<file path="src/source/ll_queue_pkg.sv">
/*
 * Linked-list queue controller shared definitions
 * Default sizes and the lookup operation encoding
 */

package ll_queue_pkg;

  // Number of queue contexts
  parameter int DEFAULT_N_CTXT = 8;

  // Number of slots in the shared pool
  parameter int DEFAULT_N_ENTRY = 16;

  // Width of the data carried on push lookups
  parameter int DEFAULT_DATA_W = 32;

  // Lookup operation toward the external data memory
  // Write for a push, read for a pop
  typedef enum logic
  {
    LKUP_WRITE = 1'b0,
    LKUP_READ  = 1'b1
  } lkup_op_t;

endpackage

</file>
<file path="src/source/ll_cmd_admit.sv">
/*
 * Command admission and s0 command register
 * Refuses pops to empty contexts and pushes into a full pool
 */

module ll_cmd_admit
  import ll_queue_pkg::*;
#(
  parameter int N_CTXT = DEFAULT_N_CTXT,
  parameter int DATA_W = DEFAULT_DATA_W
)
(
  input  logic                      clk,
  input  logic                      arst_n,
  input  logic                      cmd_pass,
  input  logic                      cmd_push,
  input  logic [$clog2(N_CTXT)-1:0] cmd_ctxt,
  input  logic [DATA_W-1:0]         cmd_data,
  output logic                      cmd_accept,
  input  logic [N_CTXT-1:0]         empty_next,
  input  logic                      full_next,
  output logic                      s0_valid,
  output logic                      s0_push,
  output logic [$clog2(N_CTXT)-1:0] s0_ctxt,
  output logic [DATA_W-1:0]         s0_data
);

  logic take;

  // Admission against the status left by the command now in s0
  // A push then a pop to the same context passes back to back
  always_comb
  begin
    if (cmd_push)
    begin
      cmd_accept = ~full_next;
    end
    else
    begin
      cmd_accept = ~empty_next[cmd_ctxt];
    end
    take = cmd_pass & cmd_accept;
  end

  // Valid follows acceptance every cycle
  always_ff @(posedge clk or negedge arst_n)
  begin
    if (!arst_n)
    begin
      s0_valid <= 1'b0;
    end
    else
    begin
      s0_valid <= take;
    end
  end

  // Command fields, loaded only on transfer
  always_ff @(posedge clk)
  begin
    if (take)
    begin
      s0_push <= cmd_push;
      s0_ctxt <= cmd_ctxt;
      s0_data <= cmd_data;
    end
  end

endmodule

</file>
<file path="src/source/ll_free_pool.sv">
/*
 * Free slot pool
 * Busy bit per slot, lowest free index first, pool-full flag
 */

module ll_free_pool
  import ll_queue_pkg::*;
#(
  parameter int N_ENTRY = DEFAULT_N_ENTRY
)
(
  input  logic                       clk,
  input  logic                       arst_n,
  input  logic                       alloc,
  input  logic                       free_en,
  input  logic [$clog2(N_ENTRY)-1:0] free_id,
  output logic [$clog2(N_ENTRY)-1:0] alloc_id,
  output logic                       full_next,
  output logic                       full_r
);

  localparam int ADDR_W = $clog2(N_ENTRY);

  logic [N_ENTRY-1:0] busy_r;
  logic [N_ENTRY-1:0] busy_next;

  always_comb
  begin
    // Scan downward so the lowest free slot wins
    alloc_id = '0;
    for (int i = N_ENTRY - 1; i >= 0; i--)
    begin
      if (!busy_r[i])
      begin
        alloc_id = ADDR_W'(i);
      end
    end

    // Apply this cycle's allocation and release
    busy_next = busy_r;
    if (alloc)
    begin
      busy_next[alloc_id] = 1'b1;
    end
    if (free_en)
    begin
      busy_next[free_id] = 1'b0;
    end
    full_next = &busy_next;
  end

  always_ff @(posedge clk or negedge arst_n)
  begin
    if (!arst_n)
    begin
      busy_r <= '0;
      full_r <= 1'b0;
    end
    else
    begin
      busy_r <= busy_next;
      full_r <= full_next;
    end
  end

endmodule

</file>
<file path="src/source/ll_queue_engine.sv">
/*
 * Linked-list queue engine
 * Per-context head/tail/empty state, shared link table and lookup output
 * One command from s0 completes per cycle
 */

module ll_queue_engine
  import ll_queue_pkg::*;
#(
  parameter int N_CTXT  = DEFAULT_N_CTXT,
  parameter int N_ENTRY = DEFAULT_N_ENTRY,
  parameter int DATA_W  = DEFAULT_DATA_W
)
(
  input  logic                       clk,
  input  logic                       arst_n,
  input  logic                       s0_valid,
  input  logic                       s0_push,
  input  logic [$clog2(N_CTXT)-1:0]  s0_ctxt,
  input  logic [DATA_W-1:0]          s0_data,
  output logic [N_CTXT-1:0]          empty_next,
  output logic                       full_next,
  output logic                       lkup_pass_r,
  output lkup_op_t                   lkup_op_r,
  output logic [$clog2(N_ENTRY)-1:0] lkup_addr_r,
  output logic [DATA_W-1:0]          lkup_data_r,
  output logic [N_CTXT-1:0]          empty_r,
  output logic                       full_r
);

  localparam int ADDR_W = $clog2(N_ENTRY);

  // State table, one head and tail per context
  logic [ADDR_W-1:0] head_r [N_CTXT];
  logic [ADDR_W-1:0] tail_r [N_CTXT];

  // Link table, next pointer per slot
  logic [ADDR_W-1:0] link_r [N_ENTRY];

  // Current state of the context in s0
  logic [ADDR_W-1:0] cur_head;
  logic [ADDR_W-1:0] cur_tail;
  logic              cur_empty;

  // Free pool handshake
  logic              alloc;
  logic              free_en;
  logic [ADDR_W-1:0] free_id;
  logic [ADDR_W-1:0] alloc_id;

  // Slot named on the lookup port
  logic [ADDR_W-1:0] slot;
  lkup_op_t          op;

  always_comb
  begin
    cur_head  = head_r[s0_ctxt];
    cur_tail  = tail_r[s0_ctxt];
    cur_empty = empty_r[s0_ctxt];

    alloc   = s0_valid & s0_push;
    free_en = s0_valid & ~s0_push;
    // Pops always release the head slot
    free_id = cur_head;

    if (s0_push)
    begin
      slot = alloc_id;
      op   = LKUP_WRITE;
    end
    else
    begin
      slot = cur_head;
      op   = LKUP_READ;
    end
  end

  // Empty flags after this command
  always_comb
  begin
    empty_next = empty_r;
    if (s0_valid)
    begin
      if (s0_push)
      begin
        empty_next[s0_ctxt] = 1'b0;
      end
      else
      begin
        // Last entry leaves when head meets tail
        empty_next[s0_ctxt] = (cur_head == cur_tail);
      end
    end
  end

  // Control state
  always_ff @(posedge clk or negedge arst_n)
  begin
    if (!arst_n)
    begin
      empty_r     <= '1;
      lkup_pass_r <= 1'b0;
    end
    else
    begin
      empty_r     <= empty_next;
      lkup_pass_r <= s0_valid;
    end
  end

  // Table updates
  always_ff @(posedge clk)
  begin
    if (alloc)
    begin
      // Chain the new slot behind the old tail
      if (!cur_empty)
      begin
        link_r[cur_tail] <= alloc_id;
      end
      else
      begin
        head_r[s0_ctxt] <= alloc_id;
      end
      tail_r[s0_ctxt] <= alloc_id;
    end
    else if (free_en)
    begin
      // Head advances along the chain
      head_r[s0_ctxt] <= link_r[cur_head];
    end
  end

  // Lookup payload, data only on pushes
  always_ff @(posedge clk)
  begin
    if (s0_valid)
    begin
      lkup_op_r   <= op;
      lkup_addr_r <= slot;
    end
    if (alloc)
    begin
      lkup_data_r <= s0_data;
    end
  end

  ll_free_pool #(
    .N_ENTRY (N_ENTRY)
  ) u_free_pool (
    .clk       (clk),
    .arst_n    (arst_n),
    .alloc     (alloc),
    .free_en   (free_en),
    .free_id   (free_id),
    .alloc_id  (alloc_id),
    .full_next (full_next),
    .full_r    (full_r)
  );

endmodule

</file>
<file path="src/source/ll_queue_top.sv">
/*
 * Linked-list queue controller top level
 * Command admission feeding the queue engine, with lookup and status out
 */

module ll_queue_top
  import ll_queue_pkg::*;
#(
  parameter int N_CTXT  = DEFAULT_N_CTXT,
  parameter int N_ENTRY = DEFAULT_N_ENTRY,
  parameter int DATA_W  = DEFAULT_DATA_W
)
(
  input  logic                       clk,
  input  logic                       arst_n,
  // Command side
  input  logic                       cmd_pass,
  input  logic                       cmd_push,
  input  logic [$clog2(N_CTXT)-1:0]  cmd_ctxt,
  input  logic [DATA_W-1:0]          cmd_data,
  output logic                       cmd_accept,
  // Lookup side, one-cycle pulse
  output logic                       lkup_pass_r,
  output lkup_op_t                   lkup_op_r,
  output logic [$clog2(N_ENTRY)-1:0] lkup_addr_r,
  output logic [DATA_W-1:0]          lkup_data_r,
  // Status
  output logic [N_CTXT-1:0]          empty_r,
  output logic                       full_r
);

  localparam int CTXT_W = $clog2(N_CTXT);

  // Command register toward the engine
  logic              s0_valid;
  logic              s0_push;
  logic [CTXT_W-1:0] s0_ctxt;
  logic [DATA_W-1:0] s0_data;

  // Status after the command in s0 completes
  logic [N_CTXT-1:0] empty_next;
  logic              full_next;

  ll_cmd_admit #(
    .N_CTXT (N_CTXT),
    .DATA_W (DATA_W)
  ) u_admit (
    .clk        (clk),
    .arst_n     (arst_n),
    .cmd_pass   (cmd_pass),
    .cmd_push   (cmd_push),
    .cmd_ctxt   (cmd_ctxt),
    .cmd_data   (cmd_data),
    .cmd_accept (cmd_accept),
    .empty_next (empty_next),
    .full_next  (full_next),
    .s0_valid   (s0_valid),
    .s0_push    (s0_push),
    .s0_ctxt    (s0_ctxt),
    .s0_data    (s0_data)
  );

  ll_queue_engine #(
    .N_CTXT  (N_CTXT),
    .N_ENTRY (N_ENTRY),
    .DATA_W  (DATA_W)
  ) u_engine (
    .clk         (clk),
    .arst_n      (arst_n),
    .s0_valid    (s0_valid),
    .s0_push     (s0_push),
    .s0_ctxt     (s0_ctxt),
    .s0_data     (s0_data),
    .empty_next  (empty_next),
    .full_next   (full_next),
    .lkup_pass_r (lkup_pass_r),
    .lkup_op_r   (lkup_op_r),
    .lkup_addr_r (lkup_addr_r),
    .lkup_data_r (lkup_data_r),
    .empty_r     (empty_r),
    .full_r      (full_r)
  );

endmodule

</file>
<file path="config.mk">
export PLATFORM = sky130hd
export DESIGN_NAME = ll_queue_top
export DESIGN_NICKNAME = d
export VERILOG_FILES = /design/src/source/ll_queue_pkg.sv /design/src/source/ll_cmd_admit.sv /design/src/source/ll_free_pool.sv /design/src/source/ll_queue_engine.sv /design/src/source/ll_queue_top.sv
export SDC_FILE = /design/constraint.sdc
export NUM_CORES = 1
export LEC_CHECK = 0
export ABC_AREA = 1
export BUFFER_PORTS_ARGS = -buffer_cell sky130_fd_sc_hd__buf_4
export CELL_PAD_IN_SITES_DETAIL_PLACEMENT = 1
export CELL_PAD_IN_SITES_GLOBAL_PLACEMENT = 1
export CORE_MARGIN = 10
export CORE_UTILIZATION = 48
export DETAILED_ROUTE_END_ITERATION = 7
export GPL_ROUTABILITY_DRIVEN = 0
export PLACE_DENSITY_LB_ADDON = 0.25
export SLEW_MARGIN = 20
export SYNTH_ARGS = -nofsm -noshare
export SYNTH_HDL_FRONTEND = slang
export SYNTH_SLANG_ARGS = --single-unit
</file>
<file path="constraint.sdc">
create_clock -name clk -period 5.1 [get_ports clk]
set_input_delay 0.765 -clock clk [delete_from_list [all_inputs] [get_ports clk]]
set_output_delay 0.765 -clock clk [all_outputs]
set_load 0.02 [all_outputs]
</file>
## Word-level counts from Yosys, hierarchy flattened

Memory sizes are Yosys's and may differ from the RTL's. A register that Yosys moved wholly into a read port is not among the register bits.
Index checks and enable logic that the tools add are counted.

- Register bits after elaboration: 100
- Memory bits (writable): 128
- Input port bits: 39
- Output and inout bits: 48
- Logic and storage cells: 86
- Memories: 3

Memory list:

| name | words | bits a word | read ports | clocked after memory_dff | write ports | RTL line | RTL |
|---|---|---|---|---|---|---|---|
| u_engine.link_r | 16 | 4 | 1 | 0 | 1 | ll_queue_engine.sv:38 | `logic [ADDR_W-1:0] link_r [N_ENTRY];` |
| u_engine.head_r | 8 | 4 | 1 | 1 | 1 | ll_queue_engine.sv:34 | `logic [ADDR_W-1:0] head_r [N_CTXT];` |
| u_engine.tail_r | 8 | 4 | 1 | 1 | 1 | ll_queue_engine.sv:35 | `logic [ADDR_W-1:0] tail_r [N_CTXT];` |

- Magnitude comparators: 7
- Eq/ne operators: 1
- Mux-type cells: 48
- Bitwise logic cells: 12
- Reductions and logical operators: 4

Operators by type and width:

| cell | number |
|---|---|
| $mux 4 | 18 |
| $mux 16 | 2 |
| $mux 1 | 18 |
| $and 16x16->16 | 1 |
| $mux 8 | 2 |
| $not 16->16 | 1 |
| $or 16x16->16 | 1 |
| $reduce_and 16->1 | 1 |
| $lt 4x5->1 const B | 2 |
| $and 8x8->8 | 1 |
| $bwmux 8 | 1 |
| $demux 1 s4 | 2 |
| $ge 4x1->1 const B | 2 |
| $lt 3x4->1 const B | 2 |
| $not 8->8 | 1 |
| $bmux 1 s3 | 2 |
| $mux 3 | 2 |
| $eq 4x4->1 | 1 |
| $and 1x1->1 | 3 |
| $demux 1 s3 | 1 |
| $ge 3x1->1 const B | 1 |
| $logic_and 1x1->1 | 3 |
| $not 1->1 | 3 |
| $or 1x1->1 | 1 |

## Logic depth before layout (Yosys ltp)

- Depth after elaboration: 29
- Gate-level depth with buffers: 26
- Gate-level depth less buffers: 26

## Hierarchy

A second synthesis with hierarchy kept.

- Cell total of the unflattened synthesis: 883
- Area, all modules: 9,755.6 µm²

Modules (own cells, without submodules):

| module | instances | cells each | area an instance (µm²) | sequential area each (µm²) |
|---|---|---|---|---|
| ll_queue_engine | 1 | 632 | 7,275.7 | 5,190.0 |
| ll_cmd_admit | 1 | 68 | 1,244.9 | 1,106.1 |
| ll_free_pool | 1 | 183 | 1,234.9 | 425.4 |

## Worst setup path after synthesis

Ideal clock, no wire load.

- Path kind: register -> register
- Start point: reg u_engine.u_free_pool.busy_r[7]
- End point: reg u_admit.s0_ctxt[0], enable pin
- Arrival time: 3,216 ps
- Data required time: 4,709 ps
- Setup slack: 1,493 ps
- Cell stages (with the launch flop): 15
- Buffers on the path: 0
- Period minus slack after synthesis: 3,607 ps
- Path through: dfrtp_1 inv_1 nor3_1 nand2_1 a21oi_1 nor2_2 nand4_1 nand2_1 nand2_1 nor2_1 nand2_1 nor2_1 nand3_1 nand3_2 inv_1

- Word-level cells in the longest chain between the ends: 20
- Elaborated cells between the ends (all ways): 21
- Classes of those cells: 2 x order compare; 13 x mux; 4 x bitwise; 2 x reduce/logical

Ends and longest elaborated chain:

| element | RTL line | RTL |
|---|---|---|
| from (decl) | ll_free_pool.sv:24 | `logic [N_ENTRY-1:0] busy_r;` |
| from (signal assigned) | ll_free_pool.sv:61 | `busy_r <= busy_next;` |
| $mux 4 (*) (8 in series) | ll_free_pool.sv:33 | `if (!busy_r[i])` |
| via u_engine.alloc_id[3] | ll_queue_engine.sv:49 | `logic [ADDR_W-1:0] alloc_id;` |
| $lt 4x5->1 (not written as such) or $ge 4x1->1 (tied branches) | ll_free_pool.sv:43 | `busy_next[alloc_id] = 1'b1;` |
| $logic_and 1x1->1 (not written as such) | ll_free_pool.sv:43 |  |
| $mux 1 (not written as such) | ll_free_pool.sv:43 |  |
| $demux 1 s4 (*) | ll_free_pool.sv:43 |  |
| $or 16x16->16 (no source line) (*) | - |  |
| $mux 16 (*) | ll_free_pool.sv:41 | `if (alloc)` |
| $and 16x16->16 (no source line) | - |  |
| $mux 16 (*) | ll_free_pool.sv:45 | `if (free_en)` |
| $reduce_and 16->1 (*) | ll_free_pool.sv:49 | `full_next = &busy_next;` |
| $not 1->1 (*) | ll_cmd_admit.sv:36 | `cmd_accept = ~full_next;` |
| $mux 1 (*) | ll_cmd_admit.sv:34 | `if (cmd_push)` |
| $and 1x1->1 (*) | ll_cmd_admit.sv:42 | `take = cmd_pass & cmd_accept;` |
| via u_admit.take | ll_cmd_admit.sv:28 | `logic take;` |
| to (signal assigned) | ll_cmd_admit.sv:64 | `s0_ctxt <= cmd_ctxt;` |
| to (decl) | ll_cmd_admit.sv:24 | `output logic [$clog2(N_CTXT)-1:0] s0_ctxt,` |

The timed path passes the listed nets; every way through them passes the cells marked *.
A chain may end at the register's enable or synchronous reset.

## Worst setup path after layout

- Start point: reg u_admit.s0_valid
- End point: out cmd_accept

- Word-level cells in the longest chain between the ends: 7
- Elaborated cells between the ends (all ways): 12
- Classes of those cells: 6 x mux; 5 x bitwise; 1 x reduce/logical

Ends and longest elaborated chain:

| element | RTL line | RTL |
|---|---|---|
| from (decl) | ll_cmd_admit.sv:22 | `output logic s0_valid,` |
| from (signal assigned) | ll_cmd_admit.sv:54 | `s0_valid <= take;` |
| $and 1x1->1 | ll_queue_engine.sv:61 | `alloc = s0_valid & s0_push;` |
| $mux 16 | ll_free_pool.sv:41 |  |
| $and 16x16->16 (no source line) | - |  |
| $mux 16 | ll_free_pool.sv:45 |  |
| $reduce_and 16->1 | ll_free_pool.sv:49 |  |
| $not 1->1 | ll_cmd_admit.sv:36 |  |
| $mux 1 (*) | ll_cmd_admit.sv:34 |  |
| to (decl) | ll_queue_top.sv:21 | `output logic cmd_accept,` |

Every way passes the cells marked *; elsewhere a longest branch is shown, timed or not. The select of a mux whose other input is x is not followed.

==> flow_summary.yaml <==
grt:
  antenna_found_initial: 0
  overflow: 0
  grt_usage_pct: 19.7
  use_met3_pct: 3.32
  grt_max_degree: 36
  met2_usage_pct: 34.5
  grt_util_met1_pct: 24.7
  busiest_layer: "met2"
  grt_pass1_vias: 7018
  grt_pass1_wl_mm: 40.3
floorplan:
  initial_core_util_pct: 48.7
  die_x_um: 160
  dieArea_mm2: 0.0257
  die_h_um: 160
  coreArea_mm2: 0.0194
  num_rows: 51
  ioPinCount: 87
sta:
  fin_crit_sh_pct: 87.5
  slew_violations: 0
  rsz0062_at_grt: "false"
  clock.fmax_mhz: 224
  finalSetupViolCount: 0
  relSlewSlack_pct: 31.0
  hold_viol_final: 0
  skew_ns: 0.00805
  fin_tns_setup_ns: 0
  period_needed_ns: 4.46
  worst_pin_slew_ns: 1.02
logic_synthesis:
  syn_area_per_cell_um2: 11.9
  netlist_area_mm2: 0.00945
  yosysWarnings: 0
  synth_top_family_by_area: "simple AND/OR/NAND/NOR gates"
  async_reset_ff_share_pct: 11.7
  synth.distinct_cells: 40
  synth_xor_area_share_pct: 0.185
  syn_inst: 791
  yosysSeqAreaShare_pct: 71.8
  synthFlopType: "edfxtp_1"
  synthAdderAreaFrac_pct: 0
  synth_mux_area_share_pct: 0
  synth_edf_count: 201
  post_synth_and_or_nand_nor_area_fraction_pct: 15.6
  syn_nets: 830
  yosys_register_bits: 231
  synth_compound_area_share_pct: 7.38
clock_network:
  cts_hold_buf: 0
  clock-root-buffer: "clkbuf_16"
  clkSinkCount: 231
  cts_tree: "done"
  post_cts_resized: 0
  insertion_delay_ns: 0.51
  numCtsBuffers: 25
  clk_pin_slew_ns: 0.06
  post_cts_buffers: 0
  htreeDepth: 1
  cts_buffer_depth: 3
setup_path:
  crit_required_ns: 4.34
  critPathCaptureType: "output pin"
  cp-start-kind: "flip-flop"
  cp_slowest_stage_delay_ns: 0.79
  critPathBufInv: 2
  cp.arrival_ns: 3.70
  slowest_stage: "dfrtp_1"
  critPathKind: "flip-flop to output pin"
  crit_fanout: 14
  crit_chain: "nand2_1 > nor2_1 > nand4_1 > nand2_1 > nand2_1 > nor2_1 > nand2_1 > nor2_1 > nand3_1 > nand2_1 > inv_1 > buf_4"
  crit_family: "simple AND/OR/NAND/NOR gates"
  cp_common_cell: "nand2_1"
run:
  max_cap_violations: 0
power:
  vdd_ir_drop_max_mv: 0.427
  power.leakage_uw: 0.00437
  p_per_area_mw_per_mm2: 457
route:
  viasPerCell: 5.54
  wirelength_mm: 25.9
  vias: 6507
  ant_nets: 0
  drc_errors: 0
  avgRoutedWirePerCell_um: 22.1
  drt_first_iter_violations: 502
  first_pass_iters: 5
worst_hold_path:
  hold_class: "input pin to async pin"
placement:
  dpl.hpwl_mm: 17.9
  io_buffers: 86
  place_area_mm2: 0.0104
finish:
  area.growth.synth_to_final_pct: 18.6
  layout_common_cells: "201 x edfxtp_1, 145 x nand2_1, 107 x nor2_1, 99 x buf_4, 77 x inv_1"
  layout_commonest_cell: "edfxtp_1"
  stdcell_area_mm2: 0.0112
  drive_gt1_share_pct: 17.6
  antenna_cells_inserted: 0
  nFillCells: 2035
  finalNetCount: 931
outcome:
  outcome: "complete, no violations"
[layout make-up]
class / count / area, µm² / share of cell area, %
well taps: 265 / 332 / 2.96
clock buffers: 33 / 666 / 5.94
flip-flops and latches: 231 / 6780 / 60.5
inverters: 81 / 304 / 2.71
multi-input cells: 454 / 2200 / 19.6
clock inverters: 12 / 179 / 1.60
repair buffers: 99 / 743 / 6.64
[power breakdown]
group	total, µW	internal [µW]	switching (µW)
combinational	877	222	655
clock	1860	1160	699
sequential	2380	2320	63.7
total	5120	3700	1420
[registers in the layout, indices dropped and copies added, names as in the netlist, named ones only]
register                     cells
u_engine.tail_r                 32
u_engine.empty_r                 8
u_admit.s0_push                  1
u_admit.s0_valid                 1
u_admit.s0_data                 32
u_engine.u_free_pool.busy_r     16
u_engine.lkup_data_r            32
u_engine.lkup_addr_r             4
u_engine.lkup_op_r               1
u_engine.head_r                 32
u_admit.s0_ctxt                  3
u_engine.lkup_pass_r             1
u_engine.link_r                 64
u_engine.u_free_pool.full_r      1
[through the flow]
stage	utilization [%]	setup WS, ns	cells	power [µW]	hold slack, ns
finish	57.7	0.637	1175	5120	0.169
global route	57.7	0.297	1175	5340	0.177
CTS	57.7	0.650	1175	5160	0.161
detailed placement	53.4	1.18	1130	3290	0.406
global placement	53.4	1.28	1130	3240	0.400
floorplan	-	1.49	791	2920	0.400
[routing by layer]
layer | routed length (µm) | share of wire, %
met1 | 10500 | 41
met2 | 13200 | 51
met3 | 1400 | 5.4
met4 | 758 | 2.9
met5 | 0 | 0
[kinds of logic (layout without fill, tap and decap cells)]
group,count (synthesis),count (layout)
buf+inv,106,225
simple gates,342,342
flops,231,231
compound gates,110,110
xor+xnor,2,2
[Yosys cell counts (all sizes together), types with 6 or more instances]
cell type	n	area, µm²
edfxtp	201	6040
buf	18	144
nor3	15	80.1
dfstp	8	210
inv	81	304
nand4	13	81.3
nand3	55	303
nand2	147	557
clkbuf	7	26.3
o21ai	58	313
a22oi	28	210
nor2	108	408
a21oi	6	33.8
dfrtp	19	475
[worst paths after layout]
check / from / endpoint / slack (ns) / depth (start not counted)
worst max-delay path: u_admit.s0_valid / cmd_accept / 0.64 / 12
worst min-delay path: arst_n / u_admit.s0_valid / 0.17 / 1
worst max register to register: flip-flop / u_admit.s0_data[23] / 1.10 / 18
worst min register to register: u_admit.s0_data[16] / u_engine.lkup_data_r[16] / 0.42 / 0
max in group asynchronous: arst_n / u_engine.empty_r[5] / 4.60 / 1
min in group clk: u_admit.s0_data[16] / u_engine.lkup_data_r[16] / 0.42 / 0
[worst register-to-register path, cell delays in order (launching register included)]
cell	delay, ns
dfxtp_1	0.62
buf_4	0.29
inv_2	0.11
nor2_1	0.11
o21ai_1	0.06
nand2_1	0.10
inv_2	0.06
nand2_1	0.07
o21ai_2	0.11
nor2_1	0.54
nand3_1	0.18
nand2_1	0.17
nor2_1	0.06
nand2_1	0.10
nor2_1	0.07
nand3_1	0.21
nand3_2	0.15
inv_1	0.15
buf_4	0.44
Power figures use the tool's default switching activity.
